--- config.mk ---
export PLATFORM = sky130hd
export DESIGN_NAME = sha256_core_flat
export DESIGN_NICKNAME = d
export VERILOG_FILES = /design/src/sha256_pkg.sv /design/src/hash_if.sv /design/src/sha256_core.sv /design/src/flat_wrapper.sv
export VERILOG_INCLUDE_DIRS = /design/src
export SDC_FILE = /design/constraint.sdc
export NUM_CORES = 2
export LEC_CHECK = 0
export BUFFER_PORTS_ARGS = -buffer_cell sky130_fd_sc_hd__buf_2
export CORE_AREA = 2 2 400 402
export DETAILED_ROUTE_END_ITERATION = 8
export DIE_AREA = 0 0 402 404
export SYNTH_ARGS = -nofsm -noshare
export SYNTH_HDL_FRONTEND = slang
export SYNTH_SLANG_ARGS = --single-unit
export TNS_END_PERCENT = 100
--- constraint.sdc ---
create_clock -name hash_clk -period 29.4 [get_ports hash_clk]
set_clock_uncertainty 0.05 [all_clocks]
set_input_delay 2.94 -clock hash_clk [delete_from_list [all_inputs] [get_ports hash_clk]]
set_output_delay 2.94 -clock hash_clk [all_outputs]
set_load 0.05 [all_outputs]
--- src/sha256_cfg.svh ---
// Width and count settings shared by the packages, the RTL and the testbench; include before use
`ifndef SHA256_CFG_SVH
`define SHA256_CFG_SVH

// Rounds in one SHA-256 compression
`define SHA_ROUNDS 64

// Message block width
`define BLOCK_BITS 512

// Hash and chaining state width
`define DIGEST_BITS 256

// Salsa X buffer, four output blocks
`define XBUF_BITS 1024

// Low part of the nonce, nonce_msb sits on top
`define NONCE_CNT_BITS 28

`endif

--- src/sha256_pkg.sv ---
// SHA-256 algorithm constants and word type, referenced by scoped name from the core and sequencer
`include "sha256_cfg.svh"

package sha256_pkg;

	typedef logic [31:0] sha_word_t;	// One SHA-256 word

	// H0 sits in the low word, matching the block word order
	localparam logic [`DIGEST_BITS-1:0] SHA_IV = {
		32'h5be0cd19, 32'h1f83d9ab, 32'h9b05688c, 32'h510e527f,
		32'ha54ff53a, 32'h3c6ef372, 32'hbb67ae85, 32'h6a09e667
	};

	localparam sha_word_t SHA_K [`SHA_ROUNDS] = '{
		32'h428a2f98, 32'h71374491, 32'hb5c0fbcf, 32'he9b5dba5, 32'h3956c25b, 32'h59f111f1,
		32'h923f82a4, 32'hab1c5ed5, 32'hd807aa98, 32'h12835b01, 32'h243185be, 32'h550c7dc3,
		32'h72be5d74, 32'h80deb1fe, 32'h9bdc06a7, 32'hc19bf174, 32'he49b69c1, 32'hefbe4786,
		32'h0fc19dc6, 32'h240ca1cc, 32'h2de92c6f, 32'h4a7484aa, 32'h5cb0a9dc, 32'h76f988da,
		32'h983e5152, 32'ha831c66d, 32'hb00327c8, 32'hbf597fc7, 32'hc6e00bf3, 32'hd5a79147,
		32'h06ca6351, 32'h14292967, 32'h27b70a85, 32'h2e1b2138, 32'h4d2c6dfc, 32'h53380d13,
		32'h650a7354, 32'h766a0abb, 32'h81c2c92e, 32'h92722c85, 32'ha2bfe8a1, 32'ha81a664b,
		32'hc24b8b70, 32'hc76c51a3, 32'hd192e819, 32'hd6990624, 32'hf40e3585, 32'h106aa070,
		32'h19a4c116, 32'h1e376c08, 32'h2748774c, 32'h34b0bcb5, 32'h391c0cb3, 32'h4ed8aa4a,
		32'h5b9cca4f, 32'h682e6ff3, 32'h748f82ee, 32'h78a5636f, 32'h84c87814, 32'h8cc70208,
		32'h90befffa, 32'ha4506ceb, 32'hbef9a3f7, 32'hc67178f2
	};

endpackage

--- src/hash_if.sv ---
// Compression request and result bundle between the PBKDF2 sequencer and the SHA-256 core
`include "sha256_cfg.svh"

interface hash_if;

	logic                    start;	// One-cycle request strobe
	logic [`DIGEST_BITS-1:0] chain;	// Chaining state, H0 in low word
	logic [`BLOCK_BITS-1:0]  block;	// Message block, word 0 in low bits
	logic                    done;	// One cycle, digest valid
	logic [`DIGEST_BITS-1:0] digest;

	modport seq (output start, chain, block, input done, digest);

	modport core (input start, chain, block, output done, digest);

endinterface

--- src/sha256_core.sv ---
// Iterative SHA-256 compression, one round per cycle, serving all hashes of the PBKDF2 sequencer
`include "sha256_cfg.svh"

module sha256_core (
	input logic hash_clk,
	input logic reset,
	hash_if.core hif
);

	localparam int RND_BITS = $clog2(`SHA_ROUNDS);

	sha256_pkg::sha_word_t v [8];	// Working vars a..h
	sha256_pkg::sha_word_t w [16];	// Rolling message schedule
	sha256_pkg::sha_word_t t1, t2, w_new;
	logic [RND_BITS-1:0] rnd;
	logic busy;

	function automatic sha256_pkg::sha_word_t rotr(input sha256_pkg::sha_word_t x, input int n);
		rotr = (x >> n) | (x << (32 - n));
	endfunction

	always_comb begin
		t1 = v[7] + (rotr(v[4], 6) ^ rotr(v[4], 11) ^ rotr(v[4], 25))	// h + S1(e)
			+ ((v[4] & v[5]) ^ (~v[4] & v[6]))	// Ch
			+ sha256_pkg::SHA_K[rnd] + w[0];
		t2 = (rotr(v[0], 2) ^ rotr(v[0], 13) ^ rotr(v[0], 22))	// S0(a)
			+ ((v[0] & v[1]) ^ (v[0] & v[2]) ^ (v[1] & v[2]));	// Maj
		w_new = (rotr(w[14], 17) ^ rotr(w[14], 19) ^ (w[14] >> 10)) + w[9]
			+ (rotr(w[1], 7) ^ rotr(w[1], 18) ^ (w[1] >> 3)) + w[0];
	end

	always_ff @(posedge hash_clk) begin
		if (reset) begin
			busy <= 1'b0;
			rnd <= '0;
			hif.done <= 1'b0;
		end else begin
			hif.done <= 1'b0;	// Strobe by default
			if (hif.start) begin
				busy <= 1'b1;
				rnd <= '0;
			end else if (busy) begin
				rnd <= rnd + 1'b1;
				if (rnd == RND_BITS'(`SHA_ROUNDS - 1)) begin
					busy <= 1'b0;
					hif.done <= 1'b1;	// Cycle 65 of the request
				end
			end
		end
	end

	always_ff @(posedge hash_clk) begin
		if (hif.start) begin
			for (int i = 0; i < 8; i++)
				v[i] <= hif.chain[32*i +: 32];
			for (int i = 0; i < 16; i++)
				w[i] <= hif.block[32*i +: 32];
		end else if (busy) begin
			v[0] <= t1 + t2;
			v[1] <= v[0];
			v[2] <= v[1];
			v[3] <= v[2];
			v[4] <= v[3] + t1;
			v[5] <= v[4];
			v[6] <= v[5];
			v[7] <= v[6];
			for (int i = 0; i < 15; i++)
				w[i] <= w[i+1];
			w[15] <= w_new;	// Next schedule word
		end
	end

	// Feed-forward add, chain is still held in the done cycle
	always_comb begin
		for (int i = 0; i < 8; i++)
			hif.digest[32*i +: 32] = v[i] + hif.chain[32*i +: 32];
	end

endmodule

--- src/flat_wrapper.sv ---
// flat-port wrapper written by rule: the top's interface ports become plain ports
module sha256_core_flat 
  (hash_clk, reset, hif_start, hif_chain, hif_block, hif_done, hif_digest);
  hash_if hif_i ();
  input logic hash_clk;
  input logic reset;
  input wire logic [$bits(hif_i.start)-1:0] hif_start;
  input wire logic [$bits(hif_i.chain)-1:0] hif_chain;
  input wire logic [$bits(hif_i.block)-1:0] hif_block;
  output wire logic [$bits(hif_i.done)-1:0] hif_done;
  output wire logic [$bits(hif_i.digest)-1:0] hif_digest;
  assign hif_i.start = hif_start;
  assign hif_i.chain = hif_chain;
  assign hif_i.block = hif_block;
  assign hif_done = hif_i.done;
  assign hif_digest = hif_i.digest;
  sha256_core u_core (.hash_clk(hash_clk), .reset(reset), .hif(hif_i));
endmodule
==> After elaboration in Yosys (flattened, before gate mapping) <==
Memory sizes are Yosys's and may differ from the RTL's.
Cells that the tools add are included.
{ "classes": {"eq_ne": 1, "n_addsub": 19, "magnitude_cmp": 1, "muxes": 35, "div_mod_pow": 0, "multipliers": 0, "n_bitwise": 53, "reduce_logical": 2, "n_shift": 0} }
{ "op_table": {"columns": ["cell", "n"], "rows": [
  ["$mux W32", 26],
  ["$add A32 B32 Y32", 18],
  ["$xor A32 B32 Y32", 9],
  ["$and A32 B32 Y32", 5],
  ["$not A32 Y32", 1],
  ["$or A10 B32 Y32", 1],
  ["$or A13 B32 Y32", 1],
  ["$or A14 B32 Y32", 1],
  ["$or A15 B32 Y32", 1],
  ["$or A19 B32 Y32", 1],
  ["$or A21 B32 Y32", 1],
  ["$or A25 B32 Y32", 1],
  ["$or A26 B32 Y32", 1],
  ["$or A30 B32 Y32", 1],
  ["$or A7 B32 Y32", 1],
  ["$xor A32 B22 Y32", 1],
  ["$xor A32 B29 Y32", 1],
  ["$or A1 B1 Y1", 24],
  ["$mux W1", 9],
  ["$ge A7 B7 Y1 const B", 1],
  ["$not A6 Y7", 1],
  ["$add A6 B1 Y6 const B", 1],
  ["$eq A6 B6 Y1 const B", 1],
  ["$reduce_or A3 Y1", 1],
  ["other kinds (2)", 2]
]} }
{ "totals": {"out_inout_bits": 257, "rom_bits": 2048, "ram_bits": 768, "wordCells": 117, "latchBits": 0, "register_bits": 8, "inputBits": 771, "n_memories": 3} }
{ "mem_list": {"columns": ["name", "words", "word_bits", "read_ports", "rd_clocked_by_memory_dff", "write_ports", "line", "rtl"], "rows": [
  ["(name not given)", 64, 32, 1, 0, 0, "sha256_core.sv:25", "+ sha256_pkg::SHA_K[rnd] + w[0];"],
  ["u_core.w", 16, 32, 16, 0, 16, "sha256_core.sv:13", "sha256_pkg::sha_word_t w [16];"],
  ["u_core.v", 8, 32, 8, 0, 8, "sha256_core.sv:12", "sha256_pkg::sha_word_t v [8];"]
]} }

==> Longest topological paths before layout <==
An unclocked memory read counts as a cell.
{ "logic_depth": {"depth_word": 10, "depth_mapped": 39, "ltp_nobuf": 38} }

==> Worst setup path after synthesis <==
Ideal clock, no wire load.
{ "synth_timing": {"path_kind": "input-to-reg", "start": "in hif_start", "end": "mem u_core.v[0][0] in the netlist's numbering, enable pin", "path_slack_ps": 15621, "arrival_time_ps": 12906, "setup_time_ps": 823, "required_time_ps": 28527, "cell_stages": 4, "cell_sequence": "clkbuf_1 -> clkbuf_1 -> clkbuf_1 -> or2_2"} }
{ "synth_rtl": {"columns": ["element", "line", "rtl"], "rows": [
  ["start: declaration", "flat_wrapper.sv:7", "input wire logic [$bits(hif_i.start)-1:0] hif_start;"],
  ["end: declaration", "sha256_core.sv:12", null]
]} }

==> results.ini <==
[final_layout]
mostFrequentLayoutCells = nand2_1 (1,602), buf_2 (1,026), edfxtp_1 (768)
nNetsFinal = 8668
area_delta_synth_final_pct = 16.78
final_common_cell = nand2_1
drive_gt1_share_pct = 20.42

[worst_setup_path]
slowest_stage = buf_4
worstPathRequired_ps = 29820
arrival_ps = 10440
worst_path_dominant_cell_family = compound AO/OA/AOI/OAI gates
endpoint_kind = flip-flop
cp-start-kind = flip-flop
reg2reg_from = u_core.rnd[3]$_SDFFE_PP0P_
r2r_slack_ps = 19380
cpMostUsedCell = a21oi_1
reg2regPathDepth = 33
critical_path.max_stage_delay_ps = 710
rr_endpoint = u_core.v[0][29]$_DFFE_PP_
critPathMaxFanout = 96
cp_num_buf_inv = 5
crit_type = reg2reg

[logic_synthesis]
ys.flop_type = edfxtp_1
synth_top_family_by_area = simple AND/OR/NAND/NOR gates
synthCells = 6412
ys_warn_count = 0
syn_area_per_cell_um2 = 9.462
synthSimpleGateAreaFrac_pct = 15.33
synth-seq-cells = 776
synthArstFlopShare_pct = 0
netlist_area_um2 = 60670
synth-compound-area-share_pct = 14.01
synth_seq_area_share_pct = 38.28
synth_adder_area_share_pct = 14.91
synth_mux_area_share_pct = 5.242
synth-xor-area-share_pct = 8.280
synth_fp_nets = 7770
synth_edf_count = 768
synthDistinctLibCells = 95

[drt]
route.detailed.drc = 0
routed_wl_mm = 267.2
drtIter0Drc = 5089
final_antenna_net_count = 0
vias = 53334
wl_per_cell_um = 28.13
vias_per_cell = 5.616
dr.pass1.iters = 6

[clock_tree]
cts.sinks = 776
clk_pin_slew_ps = 60
clk_path_buf_depth = 3
numCtsBuffers = 92
tritoncts = done
postCtsHoldBufs = 0
htree_levels = 3
cts_resized = 0
worst_skew_pair.late_latency_ps = 770
cts_root_buf = clkbuf_16
cts_post_setup_buffers_inserted = 0

[global_routing]
grt_pass1_vias = 52105
grt_max_degree = 191
gr-total-overflow = 0
grt_pass1_wl_mm = 371.9
gr-usage-all-layers_pct = 31.72
antenna_found_initial = 96

[sta]
setup_violations = 0
max_slew_margin_pct = 20.63
period_share_pct = 34.07
hold_viol = 0
fmax_mhz = 99.83
rsz0062_at_grt = no
worstMarginPinSlew_ps = 1191
slew_viol_final = 0
setup_tns_ps = 0
fin_crit_ps = 10020

[hold_path]
min_to = u_core.w[0][312]$_DFFE_PP_
min_from = u_core.w[0][344]$_DFFE_PP_
whs_path_depth = 2
hp-class = reg2reg

[die]
core-area_um2 = 157800
rows = 146
dieArea_um2 = 162400
initial_core_util_pct = 38.44
die-height_um = 404
ios = 1028
die_w_um = 402

[run_status]
status = complete, no violations

[placed_design]
hpwl_mm = 216.3
portBuffers = 1027
gp_congestion = 1.032

[flow_run]
cap_violations = 0

[synthesized netlist by cell type, types with 37 or more instances]
master,instances,area share [%]
inv_1,352,2.2
or3_1,38,0.39
xor2_1,144,2.1
a21oi_1,325,2.7
a211oi_1,47,0.58
o21bai_1,54,0.67
nor2_1,217,1.3
nor3_1,108,0.89
clkbuf_1,246,1.5
nor2b_1,44,0.45
buf_1,37,0.23
o21ai_0,294,2.4
nand2_1,1603,9.9
ha_1,392,8.1
fa_1,195,6.4
nand3_1,83,0.68
edfxtp_1,768,38
nand2b_1,47,0.48
mux2_2,234,4.3
o21a_1,78,0.97
o21ai_1,39,0.32
xnor2_1,427,6.2
a21o_1,162,2.0
[worst max-delay path by stage]
stage                               start                         to  slack (ps)  cells after the start
4_1_cts        u_core.rnd[3]$_SDFFE_PP0P_  u_core.v[0][29]$_DFFE_PP_       19500                     33
3_3_place_gp   u_core.rnd[3]$_SDFFE_PP0P_  u_core.v[0][29]$_DFFE_PP_       19640                     36
5_1_grt        u_core.rnd[3]$_SDFFE_PP0P_  u_core.v[0][29]$_DFFE_PP_       18950                     33
6_report       u_core.rnd[3]$_SDFFE_PP0P_  u_core.v[0][29]$_DFFE_PP_       19380                     33
2_1_floorplan                   hif_start   u_core.v[0][0]$_DFFE_PP_       15620                      4
3_5_place_dp   u_core.rnd[3]$_SDFFE_PP0P_  u_core.v[0][29]$_DFFE_PP_       19550                     33
[kinds of logic after synthesis]
kind of cell,after synthesis
buffers and inverters,637
AO/OA/AOI/OAI,1295
adder cells (fa/ha/maj),611
AND/OR/NAND/NOR,2245
multiplexers,276
XOR/XNOR,572
flip-flops,776
[area by class of cell]
class / count / area, µm²
sequential: 776 / 23230
timing repair buffer: 1087 / 5625
inverter: 354 / 1329
clock buffer: 122 / 2415
fill: 15590 / 86980
clock inverter: 42 / 469.2
antenna: 44 / 110.1
tap: 2072 / 2592
multi-input combinational: 4999 / 35080
[flip-flops by register name, summed over array words and instances (netlist names)]
register	count
u_core.busy	1
u_core.hif.done	1
u_core.w	512
u_core.rnd	6
u_core.v	256
[per-stage QoR]
stage	setup slack [ps]	instances	instance area, µm²	utilization, %	hold slack, ps
2_1_floorplan	15620	6412	60670	-	433.6
3_3_place_gp	19640	9288	67860	42.99	438.1
3_5_place_dp	19550	9288	67860	42.99	441.7
4_1_cts	19500	9452	70740	44.82	457.1
5_1_grt	18950	9477	70800	44.86	470.6
6_report	19380	9496	70850	44.89	443.9
[metal layers]
layer / vias up / wire length [µm] / track usage, %
li1: 24291 / - / -
met1: 26190 / 107200 / 39.83
met2: 2254 / 128200 / 53.50
met3: 547 / 18490 / 5.707
met4: 52 / 13000 / 13.59
met5: - / 322 / 0
[worst min-delay path: stages (launching register included)]
cell      delay [ps]
edfxtp_1         330
nand2_1           60
nand2_1           50
Power is not shown: default switching activity piles up to over one toggle a cycle in this logic, so the estimate is an artifact.
