`src/sha256_cfg.svh`:
```
// Width and count settings shared by the packages, the RTL and the testbench; include before use
`ifndef SHA256_CFG_SVH
`define SHA256_CFG_SVH

// Rounds in one SHA-256 compression
`define SHA_ROUNDS 64

// Message block width
`define BLOCK_BITS 512

// Hash and chaining state width
`define DIGEST_BITS 256

// Salsa X buffer, four output blocks
`define XBUF_BITS 1024

// Low part of the nonce, nonce_msb sits on top
`define NONCE_CNT_BITS 28

`endif

```
`src/sha256_pkg.sv`:
```
// SHA-256 algorithm constants and word type, referenced by scoped name from the core and sequencer
`include "sha256_cfg.svh"

package sha256_pkg;

	typedef logic [31:0] sha_word_t;	// One SHA-256 word

	// H0 sits in the low word, matching the block word order
	localparam logic [`DIGEST_BITS-1:0] SHA_IV = {
		32'h5be0cd19, 32'h1f83d9ab, 32'h9b05688c, 32'h510e527f,
		32'ha54ff53a, 32'h3c6ef372, 32'hbb67ae85, 32'h6a09e667
	};

	localparam sha_word_t SHA_K [`SHA_ROUNDS] = '{
		32'h428a2f98, 32'h71374491, 32'hb5c0fbcf, 32'he9b5dba5, 32'h3956c25b, 32'h59f111f1,
		32'h923f82a4, 32'hab1c5ed5, 32'hd807aa98, 32'h12835b01, 32'h243185be, 32'h550c7dc3,
		32'h72be5d74, 32'h80deb1fe, 32'h9bdc06a7, 32'hc19bf174, 32'he49b69c1, 32'hefbe4786,
		32'h0fc19dc6, 32'h240ca1cc, 32'h2de92c6f, 32'h4a7484aa, 32'h5cb0a9dc, 32'h76f988da,
		32'h983e5152, 32'ha831c66d, 32'hb00327c8, 32'hbf597fc7, 32'hc6e00bf3, 32'hd5a79147,
		32'h06ca6351, 32'h14292967, 32'h27b70a85, 32'h2e1b2138, 32'h4d2c6dfc, 32'h53380d13,
		32'h650a7354, 32'h766a0abb, 32'h81c2c92e, 32'h92722c85, 32'ha2bfe8a1, 32'ha81a664b,
		32'hc24b8b70, 32'hc76c51a3, 32'hd192e819, 32'hd6990624, 32'hf40e3585, 32'h106aa070,
		32'h19a4c116, 32'h1e376c08, 32'h2748774c, 32'h34b0bcb5, 32'h391c0cb3, 32'h4ed8aa4a,
		32'h5b9cca4f, 32'h682e6ff3, 32'h748f82ee, 32'h78a5636f, 32'h84c87814, 32'h8cc70208,
		32'h90befffa, 32'ha4506ceb, 32'hbef9a3f7, 32'hc67178f2
	};

endpackage

```
`src/pbkdf_pkg.sv`:
```
// PBKDF2 sequencer phase type, HMAC pad words and message padding tails used by the sequencer
`include "sha256_cfg.svh"

package pbkdf_pkg;

	typedef enum logic [5:0] {
		PH_IDLE,	// Waiting for the X buffer to drain
		PH_KEY1,	// Key hash, header words 0..15
		PH_KEY2,	// Key hash, header tail with nonce
		PH_IPAD1,	// Inner pad block
		PH_IPAD2,	// Inner hash over header as salt
		PH_OPAD,	// Outer pad block
		PH_BLK1,	// Output block, inner half
		PH_BLK2,	// Output block, outer half
		PH_XWAIT	// Lets x_pending rise before idle
	} pbkdf_phase_t;

	localparam logic [`DIGEST_BITS-1:0] IPAD_WORD = {32{8'h36}};
	localparam logic [`DIGEST_BITS-1:0] OPAD_WORD = {32{8'h5c}};

	// Words 4..15 after the last 16 header bytes, length 80 bytes
	localparam logic [383:0] HDR_TAIL_PAD = {32'h00000280, 320'd0, 32'h80000000};

	// Words 5..15 after header tail and block index, length 148 bytes
	localparam logic [351:0] BLOCK_PAD = {32'h000004a0, 288'd0, 32'h80000000};

	// Words 8..15 after the inner digest, length 96 bytes
	localparam logic [`BLOCK_BITS-`DIGEST_BITS-1:0] OUTER_PAD =
		{32'h00000300, 192'd0, 32'h80000000};

endpackage

```
`src/hash_if.sv`:
```
// Compression request and result bundle between the PBKDF2 sequencer and the SHA-256 core
`include "sha256_cfg.svh"

interface hash_if;

	logic                    start;	// One-cycle request strobe
	logic [`DIGEST_BITS-1:0] chain;	// Chaining state, H0 in low word
	logic [`BLOCK_BITS-1:0]  block;	// Message block, word 0 in low bits
	logic                    done;	// One cycle, digest valid
	logic [`DIGEST_BITS-1:0] digest;

	modport seq (output start, chain, block, input done, digest);

	modport core (input start, chain, block, output done, digest);

endinterface

```
`src/pbkdf_sequencer.sv`:
```
// PBKDF2-HMAC-SHA256 control for the 80-byte header; issues 13 compressions per nonce job
`include "sha256_cfg.svh"

module pbkdf_sequencer (
	input  logic                    hash_clk,
	input  logic                    reset,
	input  logic [255:0]            data1,
	input  logic [255:0]            data2,
	input  logic [127:0]            data3,
	input  logic [3:0]              nonce_msb,
	input  logic                    loadnonce,
	input  logic                    x_pending,
	output logic [31:0]             nonce_out,
	output logic                    blk_strobe,
	output logic [`DIGEST_BITS-1:0] blk_data,
	output logic                    blk_last,
	hash_if.seq                     hif
);

	pbkdf_pkg::pbkdf_phase_t phase;
	logic [`NONCE_CNT_BITS-1:0] nonce_cnt;
	logic [31:0] job_nonce;	// Frozen at job start
	logic [`DIGEST_BITS-1:0] khash, ihash, ohash;
	logic [2:0] blkcnt;	// Output block 1..4

	assign nonce_out = {nonce_msb, nonce_cnt};

	// Inner message for output block n, header tail as salt plus block index
	function automatic logic [`BLOCK_BITS-1:0] blk_msg(input logic [2:0] n,
			input logic [31:0] nonce, input logic [95:0] hdr_tail);
		blk_msg = {pbkdf_pkg::BLOCK_PAD, 29'd0, n, nonce, hdr_tail};
	endfunction

	always_ff @(posedge hash_clk) begin
		if (reset) begin
			phase <= pbkdf_pkg::PH_IDLE;
			hif.start <= 1'b0;
			blk_strobe <= 1'b0;
			blk_last <= 1'b0;
			blkcnt <= 3'd0;
			nonce_cnt <= '0;
		end else begin
			hif.start <= 1'b0;
			blk_strobe <= 1'b0;
			blk_last <= 1'b0;
			case (phase)
				pbkdf_pkg::PH_IDLE: if (!x_pending) begin
					job_nonce <= {nonce_msb, nonce_cnt};
					hif.chain <= sha256_pkg::SHA_IV;
					hif.block <= {data2, data1};	// Header is the password
					hif.start <= 1'b1;
					phase <= pbkdf_pkg::PH_KEY1;
				end
				pbkdf_pkg::PH_KEY1: if (hif.done) begin
					hif.chain <= hif.digest;
					hif.block <= {pbkdf_pkg::HDR_TAIL_PAD, job_nonce, data3[95:0]};
					hif.start <= 1'b1;
					phase <= pbkdf_pkg::PH_KEY2;
				end
				pbkdf_pkg::PH_KEY2: if (hif.done) begin
					khash <= hif.digest;	// Kept for the outer pad
					hif.chain <= sha256_pkg::SHA_IV;
					hif.block <= {pbkdf_pkg::IPAD_WORD, hif.digest ^ pbkdf_pkg::IPAD_WORD};
					hif.start <= 1'b1;
					phase <= pbkdf_pkg::PH_IPAD1;
				end
				pbkdf_pkg::PH_IPAD1: if (hif.done) begin
					hif.chain <= hif.digest;
					hif.block <= {data2, data1};	// Salt, first 64 bytes
					hif.start <= 1'b1;
					phase <= pbkdf_pkg::PH_IPAD2;
				end
				pbkdf_pkg::PH_IPAD2: if (hif.done) begin
					ihash <= hif.digest;
					hif.chain <= sha256_pkg::SHA_IV;
					hif.block <= {pbkdf_pkg::OPAD_WORD, khash ^ pbkdf_pkg::OPAD_WORD};
					hif.start <= 1'b1;
					phase <= pbkdf_pkg::PH_OPAD;
				end
				pbkdf_pkg::PH_OPAD: if (hif.done) begin
					ohash <= hif.digest;
					blkcnt <= 3'd1;
					hif.chain <= ihash;
					hif.block <= blk_msg(3'd1, job_nonce, data3[95:0]);
					hif.start <= 1'b1;
					phase <= pbkdf_pkg::PH_BLK1;
				end
				pbkdf_pkg::PH_BLK1: if (hif.done) begin
					hif.chain <= ohash;
					hif.block <= {pbkdf_pkg::OUTER_PAD, hif.digest};
					hif.start <= 1'b1;
					phase <= pbkdf_pkg::PH_BLK2;
				end
				pbkdf_pkg::PH_BLK2: if (hif.done) begin
					blk_strobe <= 1'b1;	// Hand block to the serializer
					blk_data <= hif.digest;
					if (blkcnt == 3'd4) begin
						blk_last <= 1'b1;
						nonce_cnt <= nonce_cnt + 1'b1;	// Next job's nonce
						phase <= pbkdf_pkg::PH_XWAIT;
					end else begin
						blkcnt <= blkcnt + 3'd1;
						hif.chain <= ihash;
						hif.block <= blk_msg(blkcnt + 3'd1, job_nonce, data3[95:0]);
						hif.start <= 1'b1;
						phase <= pbkdf_pkg::PH_BLK1;
					end
				end
				// x_pending is registered, one cycle passes before idle can see it
				pbkdf_pkg::PH_XWAIT: phase <= pbkdf_pkg::PH_IDLE;
				default: phase <= pbkdf_pkg::PH_IDLE;
			endcase
			if (loadnonce)
				nonce_cnt <= data3[96 +: `NONCE_CNT_BITS];	// Load wins over the step
		end
	end

endmodule

```
`src/flat_wrapper.sv`:
```
// flat-port wrapper written by rule: the top's interface ports become plain ports
module pbkdf_sequencer_flat 
  (hash_clk, reset, data1, data2, data3, nonce_msb, loadnonce, x_pending, nonce_out, blk_strobe, blk_data, blk_last, hif_start, hif_chain, hif_block, hif_done, hif_digest);
  hash_if hif_i ();
  input  logic hash_clk;
  input  logic reset;
  input  logic [255:0] data1;
  input  logic [255:0] data2;
  input  logic [127:0] data3;
  input  logic [3:0] nonce_msb;
  input  logic loadnonce;
  input  logic x_pending;
  output logic [31:0] nonce_out;
  output logic blk_strobe;
  output logic [`DIGEST_BITS-1:0] blk_data;
  output logic blk_last;
  output wire logic [$bits(hif_i.start)-1:0] hif_start;
  output wire logic [$bits(hif_i.chain)-1:0] hif_chain;
  output wire logic [$bits(hif_i.block)-1:0] hif_block;
  input wire logic [$bits(hif_i.done)-1:0] hif_done;
  input wire logic [$bits(hif_i.digest)-1:0] hif_digest;
  assign hif_start = hif_i.start;
  assign hif_chain = hif_i.chain;
  assign hif_block = hif_i.block;
  assign hif_i.done = hif_done;
  assign hif_i.digest = hif_digest;
  pbkdf_sequencer u_core (.hash_clk(hash_clk), .reset(reset), .data1(data1), .data2(data2), .data3(data3), .nonce_msb(nonce_msb), .loadnonce(loadnonce), .x_pending(x_pending), .nonce_out(nonce_out), .blk_strobe(blk_strobe), .blk_data(blk_data), .blk_last(blk_last), .hif(hif_i));
endmodule
```
`config.mk`:
```
export PLATFORM = sky130hd
export DESIGN_NAME = pbkdf_sequencer_flat
export DESIGN_NICKNAME = d
export VERILOG_FILES = /design/src/sha256_pkg.sv /design/src/pbkdf_pkg.sv /design/src/hash_if.sv /design/src/pbkdf_sequencer.sv /design/src/flat_wrapper.sv
export VERILOG_INCLUDE_DIRS = /design/src
export SDC_FILE = /design/constraint.sdc
export NUM_CORES = 2
export LEC_CHECK = 0
export ABC_AREA = 0
export BUFFER_PORTS_ARGS = -buffer_cell sky130_fd_sc_hd__buf_4
export CAP_MARGIN = 20
export CORE_AREA = 2 2 760 762
export DETAILED_ROUTE_END_ITERATION = 8
export DIE_AREA = 0 0 762 764
export PLACE_DENSITY = 0.3
export SYNTH_ARGS = -nofsm -noshare
export SYNTH_HDL_FRONTEND = slang
export SYNTH_SLANG_ARGS = --single-unit
```
`constraint.sdc`:
```
create_clock -name hash_clk -period 78.3 [get_ports hash_clk]
set_clock_uncertainty 0.1 [all_clocks]
set_input_delay 7.83 -clock hash_clk [delete_from_list [all_inputs] [get_ports hash_clk]]
set_output_delay 7.83 -clock hash_clk [all_outputs]
set_load 0.02 [all_outputs]
```
Word-level counts from Yosys, hierarchy flattened --
Index checks and enable logic that the tools add are counted.
Cells by class: add/subtract/negate cells 2, equality and inequality tests 19, muxes and demuxes 42, bitwise operators 6, reduce and logical (&&, ||, !) cells 22
Operators with widths (number):
- 512-bit 2-to-1 mux | 9
- 512-bit one-hot mux with 8 select lines | 1
- 256-bit 2-to-1 mux | 7
- 256-bit one-hot mux with 6 select lines | 1
- 128-bit inverter | 2
- 28-bit 2-to-1 mux | 4
- 6-bit 2-to-1 mux | 8
- 6-bit one-hot mux with 8 select lines | 1
- 28-bit by 1-bit adder with 28-bit output (second input constant) | 1
- 6-bit by 3-bit equality test with 1-bit output (second input constant) | 4
- 2-bit != test (second input constant) | 9
- 3-bit AND reduction | 6
- 6-bit by 2-bit equality test with 1-bit output (second input constant) | 2
- 11-bit AND reduction | 1
- 3-bit 2-to-1 mux | 3
- 9-bit AND reduction | 1
- 8-bit AND reduction | 1
- 2-bit nonzero test | 4
- 8-bit nonzero test | 1
- 6-bit by 1-bit equality test with 1-bit output (second input constant) | 1
- 6-bit zero test | 1
- 3-bit one-hot mux with 2 select lines | 1
- 6-bit nonzero test | 1
- 2-bit OR reduction | 3
- 10 further kinds | 18
Word-level totals: bits in registers 1864, output and inout bits 1059, logic and storage cells 104

Logic depth before layout (Yosys ltp) --
depth in word-level cells 5, mapped depth 8, depth with buffers taken out 6

Least setup slack after synthesis --
Ideal clock, no wire load.
path type input to register, start point input reset, end point register u_core.hif.block[0] (enable), arrival time 56.645 ns, required time 75.565 ns, path slack 18.920 ns, stages on the path 6, buffers on the path 2, cells stage by stage clkbuf_1 -> inv_1 -> clkbuf_1 -> nand2_1 -> o2bb2ai_1 -> nor4_1
Between the ends: longest elaborated chain between the ends 2
Ends and longest elaborated chain:
- from (decl) | RTL line flat_wrapper.sv:6 | input logic reset;
- 1-bit inverter (no source line)
- 11-bit AND reduction (no source line)
- to (signal assigned) | RTL line pbkdf_sequencer.sv:50 | hif.block <= {data2, data1};
- to (signal assigned) | RTL line pbkdf_sequencer.sv:56 | hif.block <= {pbkdf_pkg::HDR_TAIL_PAD, job_nonce, data3[95:0]};
- to (signal assigned) | RTL line pbkdf_sequencer.sv:63 | hif.block <= {pbkdf_pkg::IPAD_WORD, hif.digest ^ pbkdf_pkg::IPAD_WORD};
- to (decl) | RTL line hash_if.sv:12 | modport seq (output start, chain, block, input done, digest);
No other way between the ends. A chain may end at the register's enable or synchronous reset.

Worst setup path after layout --
start point input nonce_msb[0], end point output nonce_out[28]
RTL lines:
- from (decl) | RTL line flat_wrapper.sv:10 | input logic [3:0] nonce_msb;
- to (decl) | RTL line flat_wrapper.sv:13 | output logic [31:0] nonce_out;
No word-level cell between the ends.

==> reports/results.ini <==
[cells_and_area]
fillerInstances = 62860
multi_input_area_um2 = 12230
post_route_cells_drive_above_1_share_pct = 37.09
final_cell_mix = 2070 x buf_4, 1824 x edfxtp_1, 972 x nand2_1, 288 x a22oi_1, 269 x clkbuf_16
seq_area_um2 = 55540
final_common_cell = buf_4
final_nets = 7324
stdcell_count = 14260
final_area_um2 = 101600
post-route-util_pct = 17.67
area.growth.synth_to_final_pct = 47.15

[synth]
synth_warnings = 0
synth_fp_nets = 5279
synth_ff_type = edfxtp_1
synthCells = 4371
async_flop_share_pct = 0
seq_area_frac_synth_pct = 80.41
ys_seq_elements = 1862
synthesis.area_um2 = 69060
synth-edff-count = 1824
synthesis.area_per_instance_um2 = 15.80
synth.distinct_cells = 58

[floorplan]
core-area_um2 = 574900
start_util_pct = 12.01
die_y_um = 764
die_w_um = 762
dieArea_um2 = 582200
rows = 279
io_pins = 1964

[global_route]
grt_pass1_wl_mm = 570.7
grt_pass1_vias = 51090
grt_max_degree = 88
grt_usage_pct = 14.89
grt_overflow = 0
grt_antenna_before_repair = 239

[setup_path]
r2r_end = u_core.hif.block[288]$_DFFE_PP_
crit_chain = buf_4 -> buf_4
cp-start-kind = primary input
crit_start = nonce_msb[0]
reg2reg_slack_ns = 72.22
worst-setup-path-type = primary input to primary output
crit_family = buffers and inverters
crit_top_cell = buf_4
crit_arrival_ns = 8.10
slowest_stage = buf_4
cp_slowest_stage_delay_ns = 0.15
path_max_fanout = 2
cp-end-kind = primary output
worstReg2RegStart = u_core.phase[3]$_SDFFE_PP0P_
worstPathRequired_ns = 70.37
cp_num_cells = 2
cp-endpoint = nonce_out[28]
path_buf_inv = 2
r2r_cells = 9

[route]
routed_wl_mm = 455.1
drtIter0Drc = 4675
drtAntennaViolNets = 0
vias_per_cell = 3.538
routedWlPerCell_um = 31.91
drt_pre_antenna_iters = 9
vias = 50450
drc = 2

[run_status]
violations = design-rule violations
outcome = finished, violations left

[pwr]
vdd.ir_drop.worst_uv = 15.10
powerDensity_nw_per_um2 = 27.72
power_leakage_nw = 36.69

[sta]
fin_tns_setup_ns = 0
period_minus_slack_ns = 16.03
post-route-period-util_pct = 20.47
slew_headroom_pct = 26.89
slew_viol_final = 0
rsz0062_at_grt = no
tightest_slew_ns = 1.095
max_freq_ghz = 0.06240
hold_viol_final = 0
finalSetupViolCount = 0

[clock_network]
cts_tree = built
ctsHoldBuffers = 0
postCtsSetupRepairBufs = 0
cts.repair.resized = 0
cts-root-buf = clkbuf_16
htreeDepth = 5
clk_pin_slew_worst_paths_ns = 0.05
clk_latency_ns = 0.92
clock-sinks = 1862
ctsLongestPathBuffers = 4
cts_buffers = 262

[flow_run]
cap_violations = 0

[placed_design]
dp_hpwl_mm = 347.7
place_area_um2 = 93160
gp_congestion = 0.9145
io_buffers = 1959
numPlacedInstances = 13740

[hold_path]
min_path_type = flop to flop
hold_depth = 2

## through the flow
step	hold slack (ns)	worst slack (ns)	power, mW
2_1_floorplan	0.3530	18.92	1.441
3_3_place_gp	0.3889	62.27	1.664
3_5_place_dp	0.3811	62.27	1.664
4_1_cts	0.3859	62.27	2.881
5_1_grt	0.4020	62.27	2.930
6_report	0.3818	62.27	2.817
## report_power, final
part           total (mW)  internal [mW]  switching, mW
sequential           1.20           1.17         0.0255
combinational       0.426          0.131          0.296
clock                1.19          0.693          0.497
total                2.82           2.00          0.818
## worst min-delay path by stage
| stage | slack, ns | endpoint | startpoint |
|---|---|---|---|
| 6_report | 0.38 | u_core.hif.chain[21]$_DFFE_PP_ | u_core.ihash[21]$_DFFE_PP_ |
| 2_1_floorplan | 0.35 | u_core.blkcnt[1]$_SDFFE_PP0P_ | u_core.blkcnt[1]$_SDFFE_PP0P_ |
| 3_5_place_dp | 0.38 | u_core.blkcnt[1]$_SDFFE_PP0P_ | u_core.blkcnt[1]$_SDFFE_PP0P_ |
| 4_1_cts | 0.39 | u_core.hif.chain[21]$_DFFE_PP_ | u_core.ihash[21]$_DFFE_PP_ |
| 5_1_grt | 0.40 | u_core.hif.chain[21]$_DFFE_PP_ | u_core.ihash[21]$_DFFE_PP_ |
| 3_3_place_gp | 0.39 | u_core.blkcnt[1]$_SDFFE_PP0P_ | u_core.blkcnt[1]$_SDFFE_PP0P_ |
## metal layers
| layer | vias up | part of all wire [%] | GRT usage (%) | wire length, um |
|---|---|---|---|---|
| li1 | 21110 | - | - | - |
| met1 | 26120 | 40 | 17.58 | 180100 |
| met2 | 2493 | 46 | 24.14 | 209900 |
| met3 | 584 | 12 | 7.338 | 52740 |
| met4 | 142 | 2.5 | 3.592 | 11440 |
| met5 | - | 0.20 | 0 | 932 |
## kinds of logic (layout without fill, tap and decap cells)
logic type                 count (synthesis)  count (layout)  share of synthesized area [%]
xor gates and xnor gates                  72              72                         0.9132
DFF                                     1862            1862                          80.41
AOI/OAI and AO/OA                        692             692                          8.148
adders and majority gates                  3               3                        0.05436
muxes                                      1               1                        0.01449
other                                      0              58                              0
and+or+nand+nor                         1374            1374                          8.374
buffers and inverters                    367            2612                          2.082
## synth_stat cells (6+ instances only)
cell type  count  share of area (%)
o31ai_1        9              0.098
a311oi_1      13               0.16
o221ai_1      31               0.39
buf_2         36               0.26
inv_1         73               0.40
or4_1         17               0.18
xor2_1        34               0.43
a22oi_1      288                3.1
a221oi_1      36               0.46
buf_1         17              0.092
clkbuf_1     236                1.3
edfxtp_1    1824                 79
dfxtp_1       38                1.1
o21ai_0       15               0.11
and2_1        62               0.56
a222oi_1     125                1.8
or3_1         10              0.091
nor4_1        13               0.12
nand3_1      157                1.1
a211oi_1       8              0.087
a221o_1       32               0.46
nor2_1        99               0.54
xnor2_1       38               0.48
o211ai_1     100                1.1
nand4_1       14               0.13
and3_1         6              0.054
a21oi_1       16               0.12
nand2_1      973                5.3
## state kept, by name (all words and copies together), names as in the netlist
signal / flops
u_core.blk_last: 1
u_core.ohash: 256
u_core.blk_strobe: 1
u_core.blk_data: 256
u_core.nonce_cnt: 28
u_core.hif.start: 1
u_core.hif.chain: 256
u_core.job_nonce: 32
u_core.phase: 4
u_core.hif.block: 512
u_core.khash: 256
u_core.blkcnt: 3
u_core.ihash: 256
## area by class of cell
cell class,count,area share (%)
antenna,58,0.1428
clock buffer,324,6.837
clock inverter,140,1.347
inverter,74,0.2733
multi-input combinational,2142,12.04
sequential,1862,54.65
tap,7587,9.342
timing repair buffer,2074,15.37
Note: power is estimated with default switching activity, not from simulation.
