$ cat src/sha256_cfg.svh
// Width and count settings shared by the packages, the RTL and the testbench; include before use
`ifndef SHA256_CFG_SVH
`define SHA256_CFG_SVH

// Rounds in one SHA-256 compression
`define SHA_ROUNDS 64

// Message block width
`define BLOCK_BITS 512

// Hash and chaining state width
`define DIGEST_BITS 256

// Salsa X buffer, four output blocks
`define XBUF_BITS 1024

// Low part of the nonce, nonce_msb sits on top
`define NONCE_CNT_BITS 28

`endif

$ cat src/x_serializer.sv
// Collects the four PBKDF2 output blocks into X and shifts it bit-serially to the salsa unit
`include "sha256_cfg.svh"

module x_serializer (
	input  logic                    hash_clk,
	input  logic                    reset,
	input  logic                    blk_strobe,
	input  logic [`DIGEST_BITS-1:0] blk_data,
	input  logic                    blk_last,
	input  logic                    salsa_busy,
	output logic                    x_pending,
	output logic                    salsa_din,
	output logic                    salsa_shift,
	output logic                    salsa_start
);

	logic [`XBUF_BITS-1:0] xbuf;
	logic [10:0] shift_cnt;	// Bits sent so far

	assign salsa_din = xbuf[`XBUF_BITS-1];	// MSB first

	always_ff @(posedge hash_clk) begin
		if (reset) begin
			x_pending <= 1'b0;
			salsa_shift <= 1'b0;
			salsa_start <= 1'b0;
			shift_cnt <= '0;
		end else begin
			salsa_start <= 1'b0;
			if (blk_strobe && blk_last)
				x_pending <= 1'b1;	// Full X held
			if (salsa_shift) begin
				shift_cnt <= shift_cnt + 11'd1;
				if (shift_cnt == 11'(`XBUF_BITS - 1)) begin
					salsa_shift <= 1'b0;
					salsa_start <= 1'b1;	// Cycle after the last bit
					x_pending <= 1'b0;
				end
			end else if (x_pending && !salsa_busy) begin
				salsa_shift <= 1'b1;	// Salsa free, begin transfer
				shift_cnt <= '0;
			end
		end
	end

	// Newest block enters on top, first block ends up lowest
	always_ff @(posedge hash_clk) begin
		if (blk_strobe)
			xbuf <= {blk_data, xbuf[`XBUF_BITS-1:`DIGEST_BITS]};
		else if (salsa_shift)
			xbuf <= {xbuf[`XBUF_BITS-2:0], 1'b0};
	end

endmodule

$ cat config.mk
export PLATFORM = sky130hd
export DESIGN_NAME = x_serializer
export DESIGN_NICKNAME = d
export VERILOG_FILES = /design/src/x_serializer.sv
export VERILOG_INCLUDE_DIRS = /design/src
export SDC_FILE = /design/constraint.sdc
export NUM_CORES = 1
export LEC_CHECK = 0
export BUFFER_PORTS_ARGS = -buffer_cell sky130_fd_sc_hd__buf_4
export CORE_MARGIN = 2
export CORE_UTILIZATION = 35
export CTS_BUF_LIST = sky130_fd_sc_hd__clkbuf_4
export CTS_CLUSTER_DIAMETER = 100
export DETAILED_ROUTE_END_ITERATION = 7
export HOLD_SLACK_MARGIN = 0.1
export SYNTH_ARGS = -nofsm -noshare
export SYNTH_HDL_FRONTEND = slang
export SYNTH_SLANG_ARGS = --single-unit
$ cat constraint.sdc
create_clock -name hash_clk -period 27.7 [get_ports hash_clk]
set_input_delay 0 -clock hash_clk [delete_from_list [all_inputs] [get_ports hash_clk]]
set_output_delay 0 -clock hash_clk [all_outputs]
set_load 0.01 [all_outputs]
# == Yosys cells after proc, flatten, opt, wreduce, memory -nomap -nowiden ==
# Index checks and enable logic that the tools add are counted.
# word_totals
ff_bits,1038
wordCells,25
in_bits,261
out_inout_bits,4
# op_classes
n_reduce_logical,6
addsub,1
bitwise_logic,1
muxes,11
eq_ne,1
# ops
op,n
1024-bit 2-to-1 mux,2
11-bit 2-to-1 mux,2
"11-bit by 1-bit adder with 11-bit output, second input constant",1
"11-bit by 10-bit equality test with 1-bit output, second input constant",1
1-bit 2-to-1 mux,7
2-bit nonzero test,2
1-bit logical AND,2
2-bit OR reduction,1
1-bit logical NOT,1
1-bit NOT,1

# == Logic depth before layout (Yosys ltp) ==
# Gate-level depths: netlist of the first run.
# depth
ltp_word,4
depth_mapped,6
ltp_nobuf,4

# == Worst setup path before layout of the first run ==
# OpenSTA, ideal clock, no wires.
# synth_path
kind,in2reg
startpoint,input port blk_strobe
endpoint,register xbuf[0] (enable)
required_time_ns,26.720
t_arrival_ns,12.922
stages,5
slack_ns,13.798
path_buffers,4
setup_time_ns,0.980
cell_sequence,buf_2 -> buf_2 -> buf_2 -> buf_2 -> or2_2
# synth_between
elab_chain_cells,1
# synth_lines
element,line,rtl
start: declaration,x_serializer.sv:7,"input logic blk_strobe,"
2-bit nonzero test (no line),--,
end signal: assignment,x_serializer.sv:49,"xbuf <= {blk_data, xbuf[`XBUF_BITS-1:`DIGEST_BITS]};"
end signal: assignment,x_serializer.sv:51,"xbuf <= {xbuf[`XBUF_BITS-2:0], 1'b0};"
end: declaration,x_serializer.sv:17,logic [`XBUF_BITS-1:0] xbuf;
# No other way between the ends.
# A chain may end at the register's enable or synchronous reset.

# == Worst setup path in the final report of the first run ==
# layout_path
startpoint,input port blk_strobe
endpoint,"register xbuf[893], data pin"
# layout_between
elab_chain_cells,1
# layout_lines
element,line,rtl
1024-bit 2-to-1 mux,x_serializer.sv:48,if (blk_strobe)
# No other way between the ends.

==> run_results.csv, run 1 <==
group,metric,value,unit
run_status,status,"finished clean",
grt,grt_max_degree,185,
cts,insertion_delay,1190,ps
grt,grt_antenna_before_repair,6,
grt,track_usage,0.131,
route,dr_total_vias,24100,
route,drc,0,
floorplanning,die_y,356,um
cts,path_clk_slew,70,ps
route,routed_wl,84100,um
power_and_ir_drop,power_density,65.0,nW/um^2
worst_setup_path,crit_slowest_cell,"buf_4",
yosys,yosysTopAreaCell,"edfxtp_1",
yosys,ys.flop_type,"edfxtp_1",
grt,grt_overflow,0,
grt,grt_pass1_wl,135000,um
floorplanning,rows,129,
min_path,hold_path.class,"input pin to register",
place,dp_hpwl,44100,um
worst_setup_path,ff2ff_path_depth,5,
timing,worst_slew_pin_slew,1170,ps
power_and_ir_drop,finalPower,0.00378,W
timing,finalHoldViolations,0,
place,routabilityCongestion,0.736,
worst_setup_path,path_depth,9,
timing,finalSetupViolCount,0,
cells_and_area,nets,3718,
floorplanning,ios,265,
cts,cts_tree,"done",
yosys,ys_ff_latch,1038,
yosys,synth_fp_nets,2494,
min_path,hold_depth,4,
timing,fin_crit,5110,ps
route,viasPerCell,4.57,
power_and_ir_drop,leakage,21.0,nW
route,wl_per_cell,15.9,um
yosys,synthArstFlopShare,0,
yosys,synth_edf_count,1024,
timing,rsz0062_at_grt,"false",
worst_setup_path,worst-endpoint-required,28520,ps
floorplanning,start_util,0.352,
place,io_buffers,264,
job,drv_cap,0,
cts,cts-root-buf,"clkbuf_4",
floorplanning,die-area,127000,sq um
cts,cts_made_buffers,305,
cts,clock-sinks,1038,
yosys,seq_area_frac_synth,0.714,
timing,fmax,0.196,GHz
yosys,syn_inst,2232,
timing,slew_violations,0,
yosys,avgSynthCellArea,19.5,sq um
floorplanning,coreArea,123000,sq um
timing,setup_tns,0,ps
worst_setup_path,cp_cell_sequence,"dlygate4sd3_1 -> dlygate4sd3_1 -> buf_8 -> buf_4 -> buf_12 -> buf_4 -> buf_4 -> mux2_2 -> dlygate4sd3_1",
timing,slew_headroom,0.218,
route,drtPass1Iterations,4,
yosys,synthTopCellsByArea,"edfxtp_1, mux2_2, buf_2, dfxtp_1, buf_4",
worst_setup_path,path_class,"input pin to register",
worst_setup_path,path_max_fanout,184,
yosys,synth_area,43500,sq um
route,drtAntennaViolNets,0,
timing,skew,97.6,ps
grt,grt_pass1_vias,26400,
power_and_ir_drop,peakVddDrop,33.5,uV
worst_setup_path,cp-start-kind,"input pin",
worst_setup_path,worst_path_largest_cell_delay,990,ps
yosys,synthDistinctLibCells,32,
worst_setup_path,cp.arrival,5930,ps
timing,post-route-period-util,0.185,
yosys,yosys_warnings,0,
worst_setup_path,critPathTopFamily,"buffers and inverters",
route,drt_iter0_markers,1538,
cts,postCtsSetupRepairBufs,0,
cells_and_area,layout-drive-gt1-share,0.484,
cts,htree_levels,5,
yosys,synth.top_cell.area_share,0.707,
worst_setup_path,cp-end-kind,"register",
cells_and_area,area_growth,33.8,%
worst_setup_path,path_buf_inv,8,
floorplanning,fp.dieW,356,um
cts,clk_path_buf_depth,4,
-- report_power, final --
part	internal, W	switching (W)
Clock	0.000728	0.000636
Combinational	0.000262	0.000143
Sequential	0.00194	0.0000716
-- Yosys cell counts, types with 3 or more instances --
library cell and number:
inv_1 4, buf_4 5, nand2_1 5, buf_2 102, nand4_1 3, edfxtp_1 1024
clkbuf_1 9, a21oi_1 7, dfxtp_1 14, nor3_1 6, o211ai_1 3, mux2_2 1024
-- per-stage QoR --
stage / utilization / hold slack (ps) / area [sq um] / std cells / setup slack [ps]
after floorplan: - / 179 / 43500 / 2232 / 13800
after global placement: 0.382 / 255 / 47100 / 4037 / 22850
after detailed placement: 0.382 / 272 / 47100 / 4037 / 22690
after CTS: 0.471 / 101 / 58200 / 5276 / 22760
after global routing: 0.471 / 184 / 58200 / 5283 / 22330
final: 0.471 / 340 / 58200 / 5283 / 22590
-- metal layers --
layer  up-vias  global-route usage  part of all wire  routed length (um)
met1     11900               0.165              0.44               37300
met5         -                   0          0.000083                   7
met4         2              0.0616             0.024                1990
met2       538               0.211              0.49               41300
li1      11500                   -                 -                   -
met3       196              0.0351             0.041                3450
-- sequential cells by signal, indices dropped and copies added (netlist names) --
register,count
salsa_start,1
x_pending,1
shift_cnt,11
xbuf,1024
salsa_shift,1
-- final cells by class --
| cell class | instances | area (sq um) |
|---|---|---|
| sequential | 1038 | 31000 |
| antenna | 7 | 17.5 |
| timing repair buffer | 1034 | 9710 |
| clock inverter | 58 | 282 |
| tap | 1637 | 2050 |
| fill | 10400 | 65300 |
| inverter | 4 | 15.0 |
| clock buffer | 432 | 3240 |
| multi-input combinational | 1073 | 11800 |
-- placed cells by master (no fill, tap or decap), types with 3 or more instances in the layout --
cell type	synthesis	routed
edfxtp_1	1024	1024
dlygate4sd3_1	0	748
nand2_1	5	5
mux2_2	1024	1024
diode_2	0	7
buf_4	5	280
buf_12	0	4
a21oi_1	7	7
clkbuf_4	0	432
inv_2	0	5
clkinv_2	0	9
o211ai_1	3	3
inv_1	4	4
clkinv_1	0	42
nand4_1	3	3
dfxtp_1	14	14
nor3_1	6	6
-- final timing paths --
kind / startpoint / to / slack (ps)
worst max-delay path: blk_strobe / xbuf[893]$_DFFE_PP_ / 22590
worst min-delay path: blk_data[98] / xbuf[866]$_DFFE_PP_ / 340
worst max register to register: salsa_shift$_SDFF_PP0_ / xbuf[117]$_DFFE_PP_ / 22760
worst min register to register: xbuf[228]$_DFFE_PP_ / xbuf[229]$_DFFE_PP_ / 470
-- cell families (layout without fill, tap and decap cells) --
group,after synthesis,in the layout,share of synthesized area
AO/OA/AOI/OAI,15,15,0.00233
XOR/XNOR,3,3,0.000604
adder cells (fa/ha/maj),1,1,0.000288
buffers and inverters,121,1528,0.0140
flip-flops,1038,1038,0.714
multiplexers,1024,1024,0.265
other,0,7,0
AND/OR/NAND/NOR,30,30,0.00400
-- what timing repair did --
action,in CTS,in global routing
endpoints found under the hold margin,537,0
gates resized for setup,0,0
hold buffers,749,0
-- tightest hold or removal path, cell delays in order --
cell and delay, ps:
dlygate4sd3_1 570, buf_4 110, dlygate4sd3_1 530, mux2_2 140
(Power assumes the default switching activity.)
==> run 2: changes to the inputs <==
Settings changed: ABC_AREA from default to 1.
Clock period 27.7 ns to 5.1 ns, I/O delays scaled along.
==> run_results.csv, run 2 <==
group,metric,value,unit
grt,grt_pass1_wl,169000,um
route,dr_total_vias,33700,
job,drv_cap,0,
timing,fmax,0.342,GHz
place,routabilityCongestion,0.762,
worst_setup_path,path_max_fanout,49,
power_and_ir_drop,peakVddDrop,206,uV
grt,grt_max_degree,226,
yosys,syn_inst,4422,
yosys,ys_ff_latch,1038,
floorplanning,start_util,0.352,
cts,ctsHoldBuffers,836,
route,viasPerCell,4.49,
cts,clk_path_buf_depth,4,
yosys,ys.flop_type,"edfxtp_1",
cells_and_area,top_register,"xbuf",
timing,setup_tns,0,ps
min_path,hold_path.class,"input pin to register",
place,io_buffers,264,
yosys,seq_area_frac_synth,0.703,
cells_and_area,layout-drive-gt1-share,0.136,
yosys,synthArstFlopShare,0,
floorplanning,coreArea,125000,sq um
worst_setup_path,path_class,"input pin to register",
route,drc,0,
floorplanning,die-area,129000,sq um
timing,slew_headroom,0.166,
yosys,synth.top_cell.area_share,0.697,
grt,grt_antenna_before_repair,13,
floorplanning,ios,265,
run_status,status,"finished clean",
yosys,yosys_warnings,0,
cts,cts_tree,"done",
cells_and_area,final_cell_mix,"nand2_1, edfxtp_1, dlygate4sd3_1",
cts,cts_made_buffers,304,
cells_and_area,fin_area,59700,sq um
yosys,synth_area,44100,sq um
route,drtPass1Iterations,7,
route,drtAntennaViolNets,0,
power_and_ir_drop,leakage,26.5,nW
yosys,synthDistinctLibCells,21,
power_and_ir_drop,power_density,350,nW/um^2
cells_and_area,biggestRegsByFlops,"xbuf: 1024 flops, shift_cnt: 11 flops",
route,drt_iter0_markers,2457,
route,wl_per_cell,13.8,um
worst_setup_path,cp.arrival,4080,ps
worst_setup_path,cp-start-kind,"input pin",
cts,insertion_delay,1270,ps
yosys,synthTopCellsByArea,"edfxtp_1, nand2_1, buf_2, dfxtp_1, buf_4",
yosys,synth_fp_nets,4684,
yosys,avgSynthCellArea,9.98,sq um
route,routed_wl,104000,um
cts,postCtsSetupRepairBufs,0,
cts,path_clk_slew,60,ps
cts,htree_levels,5,
cts,cts-root-buf,"clkbuf_4",
yosys,yosysTopAreaCell,"edfxtp_1",
worst_setup_path,cp-end-kind,"register",
timing,worst_slew_pin_slew,1250,ps
timing,rsz0062_at_grt,"false",
grt,track_usage,0.158,
timing,finalSetupViolCount,0,
cts,clock-sinks,1038,
grt,grt_pass1_vias,34300,
yosys,synthTopCellsByCount,"nand2_1, edfxtp_1, buf_2, nor2_1, buf_4",
cells_and_area,nets,5910,
cells_and_area,largest_reg_flops,1024,
timing,fin_crit,2920,ps
place,dp_hpwl,49900,um
cts,cts.repair.resized,0,
floorplanning,die_y,359,um
yosys,synth_edf_count,1024,
cells_and_area,layout_commonest_cell,"nand2_1",
worst_setup_path,worst-endpoint-required,6260,ps
grt,grt_overflow,0,
floorplanning,rows,130,
timing,post-route-period-util,0.573,
timing,slew_violations,0,
floorplanning,fp.dieW,359,um
cells_and_area,area_growth,35.4,%
timing,finalHoldViolations,0,
worst_setup_path,r2r_slack,2680,ps
place,place_area,47600,sq um
yosys,synth.most_common_cell,"nand2_1",
timing,skew,108,ps
-- run 2: worst max-delay path, cell delays in order --
cell	delay, ps
dlygate4sd3_1	540
dlygate4sd3_1	600
buf_8	370
buf_4	460
buf_4	510
a21oi_1	150
dlygate4sd3_1	600
o21bai_1	160
nor2_1	90
dlygate4sd3_1	540
-- run 2: layer usage --
metal / track usage / vias to the layer above / part of all wire / wire length [um]
met5: 0 / - / 0.00013 / 13
met4: 0.0773 / 2 / 0.033 / 3460
met3: 0.0413 / 286 / 0.049 / 5040
met2: 0.256 / 850 / 0.48 / 49500
li1: - / 16900 / - / -
met1: 0.197 / 15700 / 0.44 / 45600
-- run 2: final timing paths --
kind | depth (start not counted) | startpoint | to
worst min-delay path | 5 | blk_data[11] | xbuf[779]$_DFFE_PP_
worst max register to register | 3 | salsa_shift$_SDFF_PP0_ | xbuf[297]$_DFFE_PP_
worst max-delay path | 10 | blk_strobe | x_pending$_SDFF_PP0_
worst min register to register | 2 | xbuf[168]$_DFFE_PP_ | xbuf[169]$_DFFE_PP_
-- run 2: area by class of cell --
| type | count | area [sq um] |
|---|---|---|
| Antenna cell | 19 | 47.5 |
| Clock buffer | 466 | 3500 |
| Clock inverter | 32 | 201 |
| Fill cell | 11300 | 65700 |
| Inverter | 16 | 76.3 |
| Multi-Input combinational cell | 3141 | 11900 |
| Sequential cell | 1038 | 31000 |
| Tap cell | 1650 | 2060 |
| Timing Repair Buffer | 1147 | 11000 |
-- run 2: cells by family (layout without fill, tap and decap cells) --
| logic type | count (synthesis) | after routing | share of synthesized area |
|---|---|---|---|
| and+or+nand+nor | 3122 | 3122 | 0.266 |
| buffers and inverters | 243 | 1661 | 0.0282 |
| adders and majority gates | 1 | 1 | 0.000284 |
| xor gates and xnor gates | 2 | 2 | 0.000397 |
| other | 0 | 19 | 0 |
| DFF | 1038 | 1038 | 0.703 |
| AOI/OAI and AO/OA | 16 | 16 | 0.00187 |
-- run 2: report_power, final --
part           switching [W]  leakage (nW)  total [W]  internal, W
logic                0.00116          13.8    0.00218      0.00102
registers           0.000406          10.4     0.0109       0.0105
clock network        0.00352          2.26    0.00778      0.00426
-- run 2: stage by stage --
stage | total power [W] | setup WS, ps | hold WS (ps) | utilization | cells
3_3_place_gp | 0.0127 | 2500 | 249 | 0.380 | 6156
6_report | 0.0209 | 2180 | 342 | 0.476 | 7509
5_1_grt | 0.0220 | 2140 | 227 | 0.476 | 7506
3_5_place_dp | 0.0127 | 2480 | 252 | 0.380 | 6156
2_1_floorplan | 0.0122 | 86.9 | 69.1 | - | 4422
4_1_cts | 0.0211 | 2510 | 119 | 0.476 | 7490
==> run 3: changes to the inputs <==
Clock period 5.1 ns to 2.9 ns, I/O delays scaled along.
==> run_results.csv, run 3 (synthesis results as in run 2) <==
group,metric,value,unit
cts,clk_path_buf_depth,4,
route,wl_per_cell,13.9,um
cells_and_area,nets,6115,
worst_setup_path,worst-endpoint-required,4060,ps
floorplanning,start_util,0.352,
worst_setup_path,cp-end-kind,"register",
timing,rsz0062_at_grt,"false",
route,drtAntennaViolNets,0,
cells_and_area,biggestRegsByFlops,"xbuf: 1024 flops, shift_cnt: 11 flops",
place,io_buffers,264,
place,routabilityCongestion,0.749,
worst_setup_path,cp.arrival,3880,ps
run_status,status,"finished clean",
grt,grt_antenna_before_repair,16,
place,dp_hpwl,50800,um
cells_and_area,area_growth,40.1,%
route,drc,0,
floorplanning,coreArea,125000,sq um
timing,slew_headroom,0.281,
grt,grt_pass1_wl,175000,um
floorplanning,die_y,359,um
timing,finalHoldViolations,0,
worst_setup_path,cp-start-kind,"input pin",
grt,grt_max_degree,184,
route,viasPerCell,4.52,
route,drt_iter0_markers,2758,
timing,finalSetupViolCount,0,
cells_and_area,top_register,"xbuf",
timing,whs,338,ps
power_and_ir_drop,leakage,27.4,nW
power_and_ir_drop,peakVddDrop,374,uV
floorplanning,die-area,129000,sq um
cts,clock-sinks,1038,
cts,insertion_delay,1210,ps
floorplanning,rows,130,
grt,grt_overflow,0,
cells_and_area,largest_reg_flops,1024,
route,routed_wl,107000,um
cells_and_area,final_util,0.493,
cells_and_area,layout_commonest_cell,"nand2_1",
timing,slew_violations,0,
cts,cts-root-buf,"clkbuf_4",
min_path,hold_path.class,"input pin to register",
worst_setup_path,path_class,"input pin to register",
floorplanning,ios,265,
cells_and_area,layout-drive-gt1-share,0.131,
cells_and_area,final_cells,7707,
timing,skew,90.7,ps
timing,worst_slew_pin_slew,1080,ps
route,drtPass1Iterations,6,
grt,grt_pass1_vias,35900,
timing,fin_crit,2720,ps
power_and_ir_drop,power_density,598,nW/um^2
place,dp_cells,6155,
job,drv_cap,0,
timing,fmax,0.367,GHz
grt,track_usage,0.164,
cts,cts_tree,"done",
cts,path_clk_slew,70,ps
cells_and_area,final_cell_mix,"nand2_1, dlygate4sd3_1, edfxtp_1",
cts,cts_made_buffers,307,
cts,htree_levels,5,
floorplanning,fp.dieW,359,um
timing,post-route-period-util,0.939,
route,dr_total_vias,34800,
worst_setup_path,path_max_fanout,168,
run 3: cell count changes in the layout (fill, tap and decap cells not counted), sizes merged:
| cell | previous run | this run |
|---|---|---|
| clkinv | 22 | 32 |
| bufinv | 3 | 1 |
| inv | 23 | 17 |
| buf | 312 | 311 |
| clkbuf | 466 | 465 |
| dlygate4sd3 | 835 | 1037 |
| diode | 19 | 15 |
run 3: worst max-delay path, stage by stage:
cell           delay (ps)
dlygate4sd3_1         520
dlygate4sd3_1         610
buf_8                 120
buf_8                 130
buf_12                280
buf_16                420
a21oi_1               140
dlygate4sd3_1         580
o21bai_1              160
nor2_1                110
dlygate4sd3_1         570
run 3: layout make-up:
type                       instances  area (sq um)
clock inverter                    34           161
fill                           11000         63600
antenna                           15          37.5
inverter                          16          81.3
timing repair buffer            1349         13100
multi-input combinational       3141         11900
clock buffer                     464          3480
tap                             1650          2060
sequential                      1038         31000
run 3: final timing paths:
kind / from / to / slack [ps] / cells past startpoint
max: blk_strobe / x_pending$_SDFF_PP0_ / 180 / 11
min: reset / shift_cnt[9]$_SDFFE_PP0P_ / 340 / 6
max reg2reg: shift_cnt[0]$_SDFFE_PP0P_ / x_pending$_SDFF_PP0_ / 900 / 7
min reg2reg: xbuf[57]$_DFFE_PP_ / xbuf[58]$_DFFE_PP_ / 450 / 2
run 3: metal layers:
layer | part of all wire | wire length (um) | track usage
met4 | 0.032 | 3440 | 0.0755
met1 | 0.44 | 46700 | 0.206
met2 | 0.48 | 51000 | 0.266
met5 | 0.00084 | 90 | 0
met3 | 0.054 | 5780 | 0.0444
run 3: power by group:
group	switching (W)	internal [W]
Combinational	0.00212	0.00212
Sequential	0.000717	0.0185
Clock	0.00622	0.00729
Total	0.00905	0.0279
run 3: what timing repair did:
item | in CTS | in global routing
endpoints found under the hold margin | 1695 | 57
gates resized for setup | 0 | 4
setup endpoints to repair | 0 | 12
setup buffers | 0 | 0
hold buffers | 1037 | 1
run 3: stage by stage:
step                setup WS (ps)  setup TNS, ps  instance area (sq um)  power [W]
floorplan                   -1940       -1984500                  44200     0.0214
global placement             1120              0                  47700     0.0223
detailed placement           1090              0                  47700     0.0224
CTS                           276              0                  61700     0.0373
global route                  200              0                  61800     0.0390
finish                        177              0                  61800     0.0369
